File: src/rtl/mpmc_pkg.sv
package mpmc_pkg;

	// ==============================
	// Channel and array geometry
	// ==============================

	// Eight requesters share the controller
	localparam int NUM_CH = 8;
	// Word addressing only, no byte lanes
	localparam int ADR_W = 8;
	localparam int DAT_W = 32;
	// The array covers the whole word address space
	localparam int MEM_WORDS = 256;

	// Word address into the shared array
	typedef logic [ADR_W-1:0] adr_t;

	// One data word, the only transfer size
	typedef logic [DAT_W-1:0] dat_t;

	// ==============================
	// Channel traffic
	// ==============================

	// A requester raises cs and holds every field until it sees ack
	typedef struct packed {
		logic cs;
		logic we;
		adr_t adr;
		dat_t dat;
	} ch_req_t;

	// Ack is a single cycle pulse; dat is only meaningful for reads
	typedef struct packed {
		logic ack;
		dat_t dat;
	} ch_rsp_t;

endpackage

File: src/rtl/mpmc_seq_pkg.sv
package mpmc_seq_pkg;

	// ==============================
	// Sequencer states
	// ==============================

	// One arbitrated access walks all four states in order
	typedef enum logic [1:0] {
		IDLE,
		PRESET1,
		ACCESS,
		RESPOND
	} seq_state_t;

	// Channel number as chosen by the prioritizer
	typedef logic [3:0] ch_sel_t;

	// All ones marks an arbitration that found nobody
	localparam ch_sel_t CH_NONE = 4'hF;

	// The access performed in ACCESS and reported during RESPOND
	// For reads dat holds the word fetched from the array
	typedef struct packed {
		logic valid;
		ch_sel_t ch;
		logic we;
		mpmc_pkg::adr_t adr;
		mpmc_pkg::dat_t dat;
	} mem_cmd_t;

endpackage

File: src/rtl/mpmc_ch_prioritize.sv
`timescale 1ns/1ps

module mpmc_ch_prioritize
	import mpmc_pkg::*;
	import mpmc_seq_pkg::*;
(
	input  logic              clk,
	input  logic              arst_n,
	input  seq_state_t        state,
	input  ch_req_t           req [NUM_CH],
	input  logic [NUM_CH-1:0] taghit,
	output ch_sel_t           ch
);

	// ==============================
	// Starvation guard
	// ==============================

	// Counts arbitrations; every 64th one raises elevate for the next
	logic [5:0] elevate_cnt;
	logic       elevate;

	// Writes and read misses that need the array this cycle
	logic [NUM_CH-1:0] wr_req;
	logic [NUM_CH-1:0] rd_miss;

	ch_sel_t ch_next;

	// Steps once per PRESET1, so one step per arbitration
	// Elevate stays up until the following PRESET1 clears it
	always_ff @(posedge clk or negedge arst_n) begin
		if (!arst_n) begin
			elevate_cnt <= '0;
			elevate     <= 1'b0;
		end else if (state == PRESET1) begin
			elevate_cnt <= elevate_cnt + 6'd1;
			elevate     <= elevate_cnt == 6'd63;
		end
	end

	// A read that hits its cache is answered by resp and never competes
	always_comb begin
		for (int i = 0; i < NUM_CH; i++) begin
			wr_req[i]  = req[i].cs && req[i].we;
			rd_miss[i] = req[i].cs && !req[i].we && !taghit[i];
		end
	end

	// ==============================
	// Channel selection
	// ==============================

	// Each loop scans from the weakest claim up, so the last match wins
	always_comb begin
		ch_next = CH_NONE;
		if (elevate) begin
			// Reversed order: read misses 7 down to 0 sit below writes 7 down to 0
			for (int i = 0; i < NUM_CH; i++) begin
				if (rd_miss[i])
					ch_next = ch_sel_t'(i);
			end
			for (int i = 0; i < NUM_CH; i++) begin
				if (wr_req[i])
					ch_next = ch_sel_t'(i);
			end
		end else begin
			// Read misses on 1 to 7 rank lowest, lower channel first
			for (int i = NUM_CH - 1; i > 0; i--) begin
				if (rd_miss[i])
					ch_next = ch_sel_t'(i);
			end
			// Writes on 1 to 7 beat every read miss except channel 0
			for (int i = NUM_CH - 1; i > 0; i--) begin
				if (wr_req[i])
					ch_next = ch_sel_t'(i);
			end
			// Channel 0 goes first for either kind of access
			if (wr_req[0] || rd_miss[0])
				ch_next = '0;
		end
	end

	// Registered every clock; the sequencer uses the value taken in PRESET1
	always_ff @(posedge clk or negedge arst_n) begin
		if (!arst_n)
			ch <= CH_NONE;
		else
			ch <= ch_next;
	end

	// The channel that the sequencer serves in ACCESS must still be requesting
	a_sel_has_cs : assert property (@(posedge clk) disable iff (!arst_n)
		(state == ACCESS && ch != CH_NONE) |-> ch < ch_sel_t'(NUM_CH) && req[ch[2:0]].cs);

endmodule

File: config.mk
export PLATFORM = sky130hd
export DESIGN_NAME = mpmc_ch_prioritize
export DESIGN_NICKNAME = d
export VERILOG_FILES = /design/src/rtl/mpmc_pkg.sv /design/src/rtl/mpmc_seq_pkg.sv /design/src/rtl/mpmc_ch_prioritize.sv
export SDC_FILE = /design/constraint.sdc
export NUM_CORES = 1
export LEC_CHECK = 0
export BUFFER_PORTS_ARGS = -buffer_cell sky130_fd_sc_hd__buf_2
export CAP_MARGIN = 10
export CORE_AREA = 2 2 137 139
export DETAILED_ROUTE_END_ITERATION = 10
export DIE_AREA = 0 0 139 141
export GPL_TIMING_DRIVEN = 0
export PLACE_DENSITY = 0.33
export SYNTH_ARGS = -nofsm -noshare
export SYNTH_HDL_FRONTEND = slang
export SYNTH_SLANG_ARGS = --single-unit
File: constraint.sdc
create_clock -name clk -period 1.5 [get_ports clk]
set_clock_uncertainty 0.2 [all_clocks]
set_input_delay 0.3 -clock clk [delete_from_list [all_inputs] [get_ports clk]]
set_output_delay 0.3 -clock clk [all_outputs]
set_load 0.02 [all_outputs]
## After elaboration in Yosys (flattened, before gate mapping)

Cells that the tools add are included.

| cells by class | value |
|---|---|
| add/subtract/negate cells | 1 |
| equality and inequality tests | 2 |
| multiplexer cells | 32 |
| reductions and logical operators | 41 |

Operators with widths:

| kind | count |
|---|---|
| $mux 4 | 32 |
| $logic_and 1x1->1 | 24 |
| $logic_not 1->1 | 16 |
| $add 6x1->6 const B | 1 |
| $eq 6x6->1 const B | 1 |
| $eq 2x1->1 const B | 1 |
| $logic_or 1x1->1 | 1 |

| word-level totals | value |
|---|---|
| register bits after elaboration | 11 |
| bits of input ports | 348 |
| output and inout port bits | 4 |
| word-level logic and storage cells | 79 |

## Longest topological paths before layout

Gate-level depths: netlist of run 1.

| logic depth | value |
|---|---|
| depth in word-level cells | 20 |
| mapped depth | 5 |
| depth with buffers taken out | 5 |

## Worst setup path before layout of run 1

Ideal clock, no wire load.

| path | value |
|---|---|
| path kind | input port to flip-flop |
| start | input port req[292] (netlist name) |
| end | register ch[1] |
| setup time | 0.090 ns |
| arrival | 1.207 ns |
| path slack | 0.003 ns |
| stages on the path | 4 |
| buffers on the path | 0 |
| cells stage by stage | or3b_1 a22o_1 a211oi_2 o22ai_1 |

| on the way | value |
|---|---|
| longest elaborated chain between the ends | 19 |

RTL lines:

| item | line | text |
|---|---|---|
| start: declaration | mpmc_ch_prioritize.sv:10 | `input ch_req_t req [NUM_CH],` |
| $logic_not 1->1 | mpmc_ch_prioritize.sv:45 | `rd_miss[i] = req[i].cs && !req[i].we && !taghit[i];` |
| $logic_and 1x1->1 (2 in series) | mpmc_ch_prioritize.sv:45 |  |
| $mux 4 (7 in series) | mpmc_ch_prioritize.sv:59 | `if (rd_miss[i])` |
| $mux 4 (8 in series) | mpmc_ch_prioritize.sv:63 | `if (wr_req[i])` |
| $mux 4 * | mpmc_ch_prioritize.sv:56 | `if (elevate) begin` |
| via ch_next[1] | mpmc_ch_prioritize.sv:27 | `ch_sel_t ch_next;` |
| end signal: assignment | mpmc_ch_prioritize.sv:88 | `ch <= ch_next;` |
| end: declaration | mpmc_ch_prioritize.sv:12 | `output ch_sel_t ch` |

The timed path passes the listed nets; every way through them passes the cells marked *.
A chain may end at the register's enable or synchronous reset.

## Worst setup path after layout of run 1

| path | value |
|---|---|
| start | input port req[124] (netlist name) |
| end | register ch[0] |

| on the way | value |
|---|---|
| longest elaborated chain between the ends | 17 |

RTL lines:

| item | line | text |
|---|---|---|
| $logic_not 1->1 | mpmc_ch_prioritize.sv:45 |  |
| $logic_and 1x1->1 (2 in series) | mpmc_ch_prioritize.sv:45 |  |
| $mux 4 (5 in series) | mpmc_ch_prioritize.sv:69 | `if (rd_miss[i])` |
| $mux 4 (7 in series) | mpmc_ch_prioritize.sv:74 | `if (wr_req[i])` |
| $mux 4 | mpmc_ch_prioritize.sv:78 | `if (wr_req[0] \|\| rd_miss[0])` |
| $mux 4 * | mpmc_ch_prioritize.sv:56 |  |
| via ch_next[0] | mpmc_ch_prioritize.sv:27 |  |

Marks and branches as above.

==> summary.txt, run 1 <==
Yosys
  – Number of distinct library cells after synthesis: 31
  – Simple-gate share of the synthesized area: 35.6%
  – Netlist Area Pre-Place: 806 um2
  – Adder-cell share of the synthesized area: 1.55%
  – Synth Area in Compound Gates: 19.4%
  – Synth Instances: 99
  – Synth area leaders: dfrtp_1 (22%), dfstp_2 (13%), nand2_1 (9.3%)
  – FF+latch count, synth: 11
  – Synthesized area per cell: 8.14 um2
  – XOR/XNOR Fraction of Synth Area: 5.43%
  – Sequential element share of the synthesized area: 34.8%
  – Yosys warns: 0
  – Post-synth top area share: 21.7%
  – Largest family of logic cells by synthesized area: simple AND/OR/NAND/NOR gates
  – Syn_nets: 448
  – Post-synthesis mux area share: 1.40%
  – Largest area contributor in the netlist: dfrtp_1

Timing
  – Max-slew violations: 0
  – Fmax: 672 MHz
  – Tcrit/Tclk final: 99.2%
  – RSZ-0062 raised after global routing: true
  – Setup tns final: 0 ns
  – Final setup viols: 0
  – Final Hold Fails: 0
  – Slew margin rel.: 75.2%
  – Minimum clock period: 1.49 ns
  – Slew at the pin closest to its max-slew limit: 0.368 ns

Finish
  – Cell Count, Final, Fillers Out: 368
  – Fin area: 0.00145 mm2
  – Fin nets: 484
  – Antenna cells: 0
  – Area delta synth->final: 80.0%
  – Share of layout cells above drive strength 1: 44.8%
  – Final core occ: 7.94%

Global route
  – First-pass GRT wire length: 4350 um
  – Met2 usage: 3.76%
  – GR peak layer: met1
  – Initial antenna violation count: 0
  – Vias in the first global route: 806
  – Met1 Track Usage GR: 4.49%
  – Tot GR Track Use: 2.91%
  – Gr ovfl total: 0
  – M3 GR Usage: 1.36%
  – Largest net degree at the start of global routing: 12

Critical path
  – Worst EP required: 1.45 ns
  – Setup Crit Path Kind: in -> reg
  – Crit start category: input port
  – Reg2reg start: elevate
  – R2R Setup Slk: 0.08 ns
  – Critical path's slowest cell: or3b_2
  – CP arrival: 1.44 ns
  – CP cell instances: buf_2, or3b_2, a21oi_1, o2111ai_1, a32oi_2
  – FF-to-FF path depth: 3
  – Crit end category: flip-flop
  – R2R Path End: ch[1]
  – Worst stage delay on the critical path: 0.50 ns
  – Critical-path maximum fanout: 3

Placement
  – Post-Place Cell Area: 0.00125 mm2
  – GP Congestion: 0.751
  – Placed Cells: 364
  – Port buffer count: 31
  – Detailed placement HPWL: 2400 um

CTS
  – Post-CTS setup buffer count: 0
  – CTS Sinks: 11
  – H-tree lvl count: 1
  – TritonCTS Buffers: 3
  – Clock latency on the worst-skew pair: 0.24 ns
  – CTS tree: yes
  – Clock Tree Buf Depth: 2
  – Clock-pin slew on the worst setup and hold paths: 0.04 ns
  – Clock Tree Root: clkbuf_16

Hold path
  – Hold Crit Class: in -> reg
  – HP Start: state[1]
  – Hold endpoint: elevate
  – Hold path depth: 3

Routing
  – DRC viols: 0
  – Average vias per placed instance: 2.39
  – DR iter-0 viols: 24
  – DRT antenna net count: 0
  – Routed wire length: 2860 um
  – Via count: 881
  – Routed len/inst: 7.78 um
  – Drt first pass iters: 4

Flow run
  – Max Cap Violations: 0

Floorplan
  – Die Wd: 139 um
  – Full die area: 0.0196 mm2
  – Area of the core: 0.0183 mm2
  – Boundary Pins: 352
  – Initial core utilization: 4.41%
  – Die height: 141 um
  – FP Rows: 50

Outcome
  – Outcome: finished clean

Power
  – Static Leakage: 0.000551 uW
  – VDD IR max: 0.450 mV
  – Pwr Density: 888 mW/mm2
-- worst max-delay path, delay by kind of cell --
family / cells / cell delay [ns]
compound gates: 3 / 0.52
buf+inv: 1 / 0.12
simple gates: 1 / 0.50
-- synth_stat cells --
master	number
o2111ai_1	3
a211oi_2	1
nand4_1	3
dfstp_2	4
nor2b_1	1
nor4_1	1
or3b_2	1
and2_1	3
ha_1	1
o211a_1	1
o221ai_1	1
o21ai_0	7
a21oi_1	5
a22o_1	1
nand3_1	8
inv_1	3
a22oi_1	2
o22ai_1	1
mux2_2	1
clkbuf_1	1
or3b_1	3
dfrtp_1	7
xnor2_1	2
xor2_1	3
nor3b_1	5
a32oi_1	1
nand2b_1	1
nor4b_1	1
nor2_1	6
nand2_1	20
or3b_4	1
-- metrics by stage --
stage          total power, uW  hold slack [ns]  worst slack, ns
6_report                  1290            0.192           0.0113
5_1_grt                   1380            0.218          -0.0522
4_1_cts                   1290            0.230          0.00224
3_5_place_dp               764         -0.00521           -0.481
3_3_place_gp               754         -0.00397           -0.520
2_1_floorplan              640           -0.196          0.00266
-- report_power, final --
part | total, uW | internal, uW | switching, uW
Sequential | 460 | 391 | 69.1
Combinational | 339 | 163 | 175
Clock | 490 | 353 | 137
Total | 1290 | 907 | 381
-- cell families after synthesis --
logic type | Yosys count
adder cells (fa/ha/maj) | 1
buffers and inverters | 4
AO/OA/AOI/OAI | 23
flip-flops | 11
XOR/XNOR | 5
AND/OR/NAND/NOR | 54
multiplexers | 1
-- worst max-delay path by stage --
stage,from,end,slack [ns],cells after the start
4_1_cts,req[250],ch[1],0.002,6
2_1_floorplan,req[292],ch[1],0.003,4
3_5_place_dp,req[209],ch[3],-0.48,4
5_1_grt,req[209],ch[1],-0.05,6
6_report,req[124],ch[0],0.01,5
3_3_place_gp,req[209],ch[3],-0.52,4
-- cells in the final DEF, fill, tap and decap left out, types with 2 or more instances in the layout --
| master | Yosys | routed |
|---|---|---|
| nor3b_2 | 0 | 2 |
| inv_1 | 3 | 3 |
| or3b_4 | 1 | 4 |
| nor3b_4 | 0 | 2 |
| o2111ai_1 | 3 | 3 |
| xor2_1 | 3 | 3 |
| dfstp_2 | 4 | 4 |
| xnor2_1 | 2 | 2 |
| nand3_1 | 8 | 8 |
| buf_2 | 0 | 28 |
| nand2_1 | 20 | 19 |
| clkbuf_16 | 0 | 3 |
| buf_6 | 0 | 2 |
| dfrtp_1 | 7 | 6 |
| o21ai_0 | 7 | 6 |
| and2_1 | 3 | 3 |
| a21oi_1 | 5 | 5 |
| nor2_1 | 6 | 5 |
| nand4_1 | 3 | 3 |
-- timing repair --
action / CTS / global route
endpoints found under the hold margin: 11 / 0
pin swaps: 3 / 5
setup endpoints to repair: 3 / 5
hold buffers: 1 / 0
gates resized for setup: 9 / 16
-- layer usage --
metal,part of all wire [%],wire (um),up-vias
li1,-,-,434
met1,55,1560,409
met2,37,1060,38
met3,8.3,239,0
met4,0,0,0
met5,0,0,-
-- registers in the layout, indices dropped and copies added (netlist names) --
register / cells
ch: 4
elevate_cnt: 6
elevate: 1
-- area by class of cell --
cell class | instances | area (um2)
Multi-Input combinational cell | 84 | 604
Timing Repair Buffer | 32 | 180
Clock inverter | 1 | 5.00
Tap cell | 234 | 293
Clock buffer | 3 | 75.1
Sequential cell | 11 | 282
Fill cell | 2163 | 16800
Inverter | 3 | 11.3
Note: power is estimated with default switching activity, not from simulation.
==> inputs of run 2 (changes only) <==
--- a/config.mk
+++ b/config.mk
@@ -13,4 +13,5 @@
 export GPL_TIMING_DRIVEN = 0
 export PLACE_DENSITY = 0.33
+export SETUP_SLACK_MARGIN = 0.1
 export SYNTH_ARGS = -nofsm -noshare
 export SYNTH_HDL_FRONTEND = slang
==> constraint.sdc (replaced) <==
create_clock -name clk -period 1.5 [get_ports clk]
set_clock_uncertainty 0.2 [all_clocks]
set_input_delay 0.15 -clock clk [delete_from_list [all_inputs] [get_ports clk]]
set_output_delay 0.15 -clock clk [all_outputs]
set_load 0.02 [all_outputs]
==> run 2 against run 1 <==
Compared with the run above:
- clock-buffer cell count unchanged
- first-iteration DRC count increased by 25%
- highest routed layer unchanged
- final cell count is 0.82% higher
- total power decreased by 1.1%
- die area stayed put
- sequential share of layout area is 0.55 points higher
- core utilization down 0.22 points
- maximum frequency grew 7.9%
- non-clock buffer count is 3 higher
==> summary.txt, run 2 (same netlist as run 1, synthesis figures left out) <==
Finish
  – Largest reg by FF count: elevate_cnt
  – Number of flip-flops in the largest register: 6 (unchanged)
  – Share of layout cells above drive strength 1: 40.9% (-3.9 points)
  – Fin nets: 487 (+0.62%)
  – Fin area: 0.00141 mm2 (-2.8%)
  – Area delta synth->final: 75.0%
  – Regs by FF count: elevate_cnt (6), ch (4), elevate (1)
  – Final core occ: 7.72% (-0.22 points)
  – Multi-input gate area: 557 um2 (-7.9%)
  – Most frequent cells in the layout: buf_2 (31), nand2_1 (20), nand3_1 (8)
  – Fillers: 2172 (+0.42%)
  – Sequential Area: 282 um2 (unchanged)
  – Antenna cells: 0 (unchanged)
  – Most common cell after layout, fill and taps aside: buf_2

Timing
  – Max-slew violations: 0 (unchanged)
  – Setup WS post-layout: 0.120 ns (+0.109 ns)
  – Fmax: 725 MHz (+7.9%)
  – Slew at the pin closest to its max-slew limit: 0.474 ns (+0.107 ns)
  – Final Hold Fails: 0 (unchanged)
  – Hold WS: 0.0856 ns (-0.106 ns)
  – RSZ-0062 raised after global routing: true
  – Minimum clock period: 1.38 ns (-0.109 ns)
  – Tcrit/Tclk final: 92.0% (-7.3 points)
  – Final setup viols: 0 (unchanged)
  – Slew margin rel.: 68.3% (-6.9 points)

Power
  – VDD IR max: 0.452 mV (+0.39%)
  – Pwr Density: 904 mW/mm2 (+1.7%)
  – Static Leakage: 0.000545 uW (-1.3%)
  – Total power: 1270 uW (-1.1%)

Global route
  – Gr ovfl total: 0 (unchanged)
  – First-pass GRT wire length: 4390 um (+0.94%)
  – Initial antenna violation count: 0 (unchanged)
  – Vias in the first global route: 817 (+1.4%)
  – Tot GR Track Use: 2.93% (+0.014 points)
  – Largest net degree at the start of global routing: 12 (unchanged)

Critical path
  – Worst EP required: 1.44 ns (about the same)
  – Crit end category: flip-flop
  – Setup Crit Path Kind: in -> reg
  – Reg2reg start: elevate
  – Critical-path maximum fanout: 4 (+1)
  – Crit path from: req[208]
  – Crit start category: input port
  – CP arrival: 1.32 ns (-0.12 ns)

Floorplan
  – Die height: 141 um (unchanged)
  – Area of the core: 0.0183 mm2 (unchanged)
  – Initial core utilization: 4.41% (unchanged)
  – Boundary Pins: 352 (unchanged)
  – Full die area: 0.0196 mm2 (unchanged)
  – FP Rows: 50 (unchanged)
  – Die Wd: 139 um (unchanged)

Outcome
  – Outcome: finished clean

Routing
  – DR iter-0 viols: 30 (+25%)
  – Average vias per placed instance: 2.38 (-0.47%)
  – Drt first pass iters: 4 (unchanged)
  – DRC viols: 0 (unchanged)
  – DRT antenna net count: 0 (unchanged)
  – Via count: 884 (+0.34%)
  – Routed len/inst: 7.90 um (+1.5%)
  – Routed wire length: 2930 um (+2.3%)

CTS
  – CTS Sinks: 11 (unchanged)
  – CTS tree: yes
  – Clock latency on the worst-skew pair: 0.24 ns (about the same)
  – Clock-pin slew on the worst setup and hold paths: 0.04 ns (about the same)
  – Clock Tree Root: clkbuf_16
  – Clock Tree Buf Depth: 2 (unchanged)
  – H-tree lvl count: 1 (unchanged)
  – TritonCTS Buffers: 3 (unchanged)

Placement
  – GP Congestion: 0.751 (unchanged)
  – Detailed placement HPWL: 2400 um (unchanged)
  – Port buffer count: 31 (unchanged)
  – Post-Place Setup Slack: -0.331 ns (+0.150 ns)
  – Post-Place Cell Area: 0.00125 mm2 (unchanged)

Flow run
  – Max Cap Violations: 0 (unchanged)

Hold path
  – HP Start: req[83]
  – Hold Crit Class: in -> reg
[run 2: cell count changes in the layout (fill, tap and decap cells not counted), sizes merged]
cell  before  now
buf       31   34
[run 2: final timing paths]
kind | end | slack, ns | depth (start not counted)
setup reg to reg | ch[1] | 0.15 | 3
hold / removal | ch[0] | 0.09 | 4
min in group asynchronous | elevate_cnt[0] | 0.12 | 2
hold reg to reg | elevate_cnt[5] | 0.28 | 1
max in group asynchronous | ch[3] | 0.71 | 2
setup / recovery | ch[0] | 0.12 | 5
[run 2: layout make-up]
class                      count  area share (%)
multi-input combinational     84            39.5
clock buffer                   3            5.32
sequential                    11            20.0
timing repair buffer          35            13.3
inverter                       3           0.799
tap                          234            20.8
clock inverter                 1           0.355
[run 2: where the power goes]
group | switching (uW) | total (uW) | internal [uW]
logic | 172 | 324 | 153
clock network | 138 | 492 | 354
registers | 68.1 | 459 | 391
[run 2: timing repair]
item / 4_1_cts / 5_1_grt
resized for setup: 4 / 6
buffers inserted: 0 / 3
pin swaps: 2 / 1
setup endpoints to repair: 2 / 5
endpoints found under the hold margin: 11 / 0
hold buffers: 1 / 0
[run 2: stage by stage]
step,cells,TNS [ns]
after global placement,364,-0.768
after global routing,371,0
after CTS,368,0
after detailed placement,364,-0.704
final,371,0
after floorplan,99,0
[run 2: critical path, cell delays in order]
cell      delay [ns]
buf_2           0.13
or3b_4          0.42
o221ai_1        0.22
nand4_1         0.12
a32oi_1         0.28
[run 2: layer usage]
metal  up-vias  global-route usage [%]  share of wire (%)
li1        439                       -                  -
met4         0                   0.159                  0
met5         -                       0                  0
met1       405                    4.47                 55
met3         0                    1.36                7.9
met2        40                    3.84                 37
==> inputs of run 3 (changes only) <==
ABC_AREA = 1   (was not set)
CORE_AREA = 2 2 136 138   (was 2 2 137 139)
DIE_AREA = 0 0 138 140   (was 0 0 139 141)
PLACE_DENSITY = 0.34   (was 0.33)
==> run 3 against run 2 <==
Compared with the run above:
- flip-flop and latch count stayed put
- first-iteration DRC count grew 47%
- final cell count up 4.9%
- combinational power rose by 23%
- sequential share of layout area is 0.90 points lower
- hold slack got worse by 0.069 ns
- synthesized cell count is 22% higher
- sequential power is 2% lower
- largest cell class unchanged
- largest power group unchanged
- highest routed layer is now met4
==> summary.txt, run 3 <==
Critical path
  – Critical path's slowest cell: nor2_4
  – CP cell instances: buf_6, inv_2, nand2_2, nor2_4, nand2_2, nand2_1, nand2_1, nand2_1, nand2_1, nand2_1, nand2_1, nand2_1, nand2_1, nand2_1, nand2_1, nand2_1, nand2_1, nand2_1, nand2_1, nand2_1, nand2_1
  – Worst EP required: 1.47 ns (+0.03 ns)
  – Worst stage delay on the critical path: 0.11 ns (-0.31 ns)
  – CP arrival: 1.32 ns (about the same)
  – Setup Crit Path Kind: in -> reg
  – Crit start category: input port
  – Critical-path maximum fanout: 2 (-2)
  – Most frequent CP cell: nand2_1
  – Crit end category: flip-flop

Timing
  – Slew at the pin closest to its max-slew limit: 0.294 ns (-0.181 ns)
  – Tcrit/Tclk final: 89.8% (-2.1 points)
  – Final setup viols: 0 (unchanged)
  – RSZ-0062 raised after global routing: true
  – Setup WS post-layout: 0.152 ns (+0.0320 ns)
  – Max-slew violations: 0 (unchanged)
  – Final Hold Fails: 0 (unchanged)
  – Minimum clock period: 1.35 ns (-0.0320 ns)
  – Slew margin rel.: 80.4% (+12 points)
  – Fmax: 742 MHz (+2.4%)

Hold path
  – Hold Crit Class: in -> reg

Yosys
  – FF+latch count, synth: 11 (unchanged)
  – Top FF cell, synth: dfrtp_1
  – XOR/XNOR Fraction of Synth Area: 5.09% (-0.34 points)
  – Top-count cell post-synth: nand2_1
  – Largest family of logic cells by synthesized area: simple AND/OR/NAND/NOR gates
  – Post-synth EDFFs: 0 (unchanged)
  – Post-synthesis mux area share: 0% (-1.4 points)
  – Adder-cell share of the synthesized area: 1.46% (-0.097 points)
  – Sequential element share of the synthesized area: 32.6% (-2.2 points)
  – Synth top cells by count: nand2_1 (47), inv_1 (17), nor2_1 (8)
  – Synth area leaders: nand2_1 (21%), dfrtp_1 (20%), dfstp_2 (12%)
  – Synth Area in Compound Gates: 9.32% (-10 points)
  – Yosys warns: 0 (unchanged)
  – Synth Instances: 121 (+22%)
  – Largest area contributor in the netlist: nand2_1
  – Syn_nets: 470 (+4.9%)
  – Synthesized area per cell: 7.10 um2 (-13%)
  – Netlist Area Pre-Place: 860 um2 (+6.7%)
  – Simple-gate share of the synthesized area: 43.7% (+8.1 points)
  – Number of distinct library cells after synthesis: 21 (-32%)
  – Post-synth top area share: 20.5% (-1.2 points)
  – Post-synth ARST share: 100% (unchanged)

Finish
  – Cell Count, Final, Fillers Out: 389 (+4.9%)
  – Fin nets: 510 (+4.7%)
  – Number of flip-flops in the largest register: 6 (unchanged)
  – Fin area: 0.00147 mm2 (+4.3%)
  – Largest reg by FF count: elevate_cnt
  – Multi-input gate area: 556 um2 (-0.22%)
  – Fillers: 2108 (-2.9%)
  – Regs by FF count: elevate_cnt (6), ch (4), elevate (1)
  – Sequential Area: 280 um2 (-0.44%)
  – Most frequent cells in the layout: nand2_1 (45), buf_2 (29), inv_1 (15)
  – Share of layout cells above drive strength 1: 38.1% (-2.8 points)
  – Most common cell after layout, fill and taps aside: nand2_1
  – Antenna cells: 0 (unchanged)
  – Area delta synth->final: 71.0%

Routing
  – DRT antenna net count: 0 (unchanged)
  – DR iter-0 viols: 44 (+47%)
  – Via count: 867 (-1.9%)
  – Drt first pass iters: 4 (unchanged)
  – Routed wire length: 3060 um (+4.5%)
  – Average vias per placed instance: 2.23 (-6.5%)
  – DRC viols: 0 (unchanged)
  – Routed len/inst: 7.87 um (-0.36%)

Flow run
  – Max Cap Violations: 0 (unchanged)

Floorplan
  – Full die area: 0.0193 mm2 (-1.4%)
  – Area of the core: 0.0178 mm2 (-2.7%)
  – FP Rows: 49 (-2.0%)
  – Initial core utilization: 4.83% (+0.42 points)
  – Die Wd: 138 um (-0.72%)
  – Die height: 140 um (-0.71%)
  – Boundary Pins: 352 (unchanged)

Power
  – VDD IR max: 0.302 mV (-33%)
  – Pwr Density: 909 mW/mm2 (+0.61%)
  – Static Leakage: 0.000747 uW (+37%)

Placement
  – Detailed placement HPWL: 2680 um (+12%)
  – Post-Place Setup Slack: -0.158 ns (+0.173 ns)
  – Port buffer count: 31 (unchanged)
  – GP Congestion: 0.774 (+3.1%)
  – Placed Cells: 381 (+4.7%)
  – Post-Place Cell Area: 0.00130 mm2 (+3.8%)

CTS
  – H-tree lvl count: 1 (unchanged)
  – Clock Tree Buf Depth: 2 (unchanged)
  – Clock latency on the worst-skew pair: 0.24 ns (about the same)
  – TritonCTS Buffers: 3 (unchanged)
  – CTS Sinks: 11 (unchanged)
  – Clock Tree Root: clkbuf_16
  – Clock-pin slew on the worst setup and hold paths: 0.04 ns (about the same)
  – CTS tree: yes

Global route
  – First-pass GRT wire length: 4820 um (+9.8%)
  – Tot GR Track Use: 3.28% (+0.35 points)
  – Initial antenna violation count: 0 (unchanged)
  – Largest net degree at the start of global routing: 12 (unchanged)
  – Vias in the first global route: 893 (+9.3%)
  – Gr ovfl total: 0 (unchanged)

Outcome
  – Outcome: finished clean
[run 3: cell families (layout without fill, tap and decap cells)]
logic type | count (synthesis) | after routing
and+or+nand+nor | 71 | 71
DFF | 11 | 11
AOI/OAI and AO/OA | 15 | 15
adders and majority gates | 1 | 1
buffers and inverters | 18 | 57
xor gates and xnor gates | 5 | 5
[run 3: area by class of cell]
cell class                      count  area share (%)
Multi-Input combinational cell     92            37.8
Tap cell                          229            19.5
Sequential cell                    11            19.1
Timing Repair Buffer               35            13.6
Clock buffer                        3            5.11
Inverter                           18            4.60
Clock inverter                      1           0.340
[run 3: layer usage]
layer  global-route usage (%)  wire (um)  vias up
met4                     1.13         36        0
met3                    0.991        176        2
met5                        0          0        -
li1                         -          -      454
met2                     4.35       1150       29
met1                     4.91       1700      382
[run 3: report_power, final]
part	switching [uW]	internal (uW)	total [uW]
logic	216	180	397
registers	60.7	389	449
clock network	138	353	491
total	414	923	1340
[run 3: metrics by stage]
| step | setup TNS [ns] | hold WS, ns | power, uW | util, % |
|---|---|---|---|---|
| 4_1_cts | 0 | 0.0334 | 1290 | 7.85 |
| 3_5_place_dp | -0.357 | -0.149 | 779 | 7.32 |
| 3_3_place_gp | -0.339 | -0.151 | 774 | 7.32 |
| 5_1_grt | -0.0499 | 0.0506 | 1440 | 8.27 |
| 6_report | 0 | 0.0168 | 1340 | 8.27 |
| 2_1_floorplan | 0 | -0.346 | 654 | - |
[run 3: final timing paths]
check	startpoint	to	slack [ns]	depth (start not counted)
worst max-delay path	taghit[0]	ch[0]	0.15	21
worst min-delay path	state[1]	elevate	0.02	3
worst max register to register	elevate_cnt[0]	elevate_cnt[4]	0.19	4
worst min register to register	elevate_cnt[5]	elevate_cnt[5]	0.28	1
max in group asynchronous	arst_n	ch[3]	0.70	2
min in group asynchronous	arst_n	elevate_cnt[3]	0.13	2
[run 3: what timing repair did]
item                                    in CTS  in global routing
hold buffers                                 1                  0
setup buffers                                0                  3
hold endpoints to repair                    11                  0
endpoints found under the setup margin       3                  5
gates resized for setup                      2                 15
pin swaps                                    0                  8
[run 3: critical path: cells and delay by family]
family	cells	cell delay (ns)
AND/OR/NAND/NOR	19	1.04
buffers and inverters	2	0.13
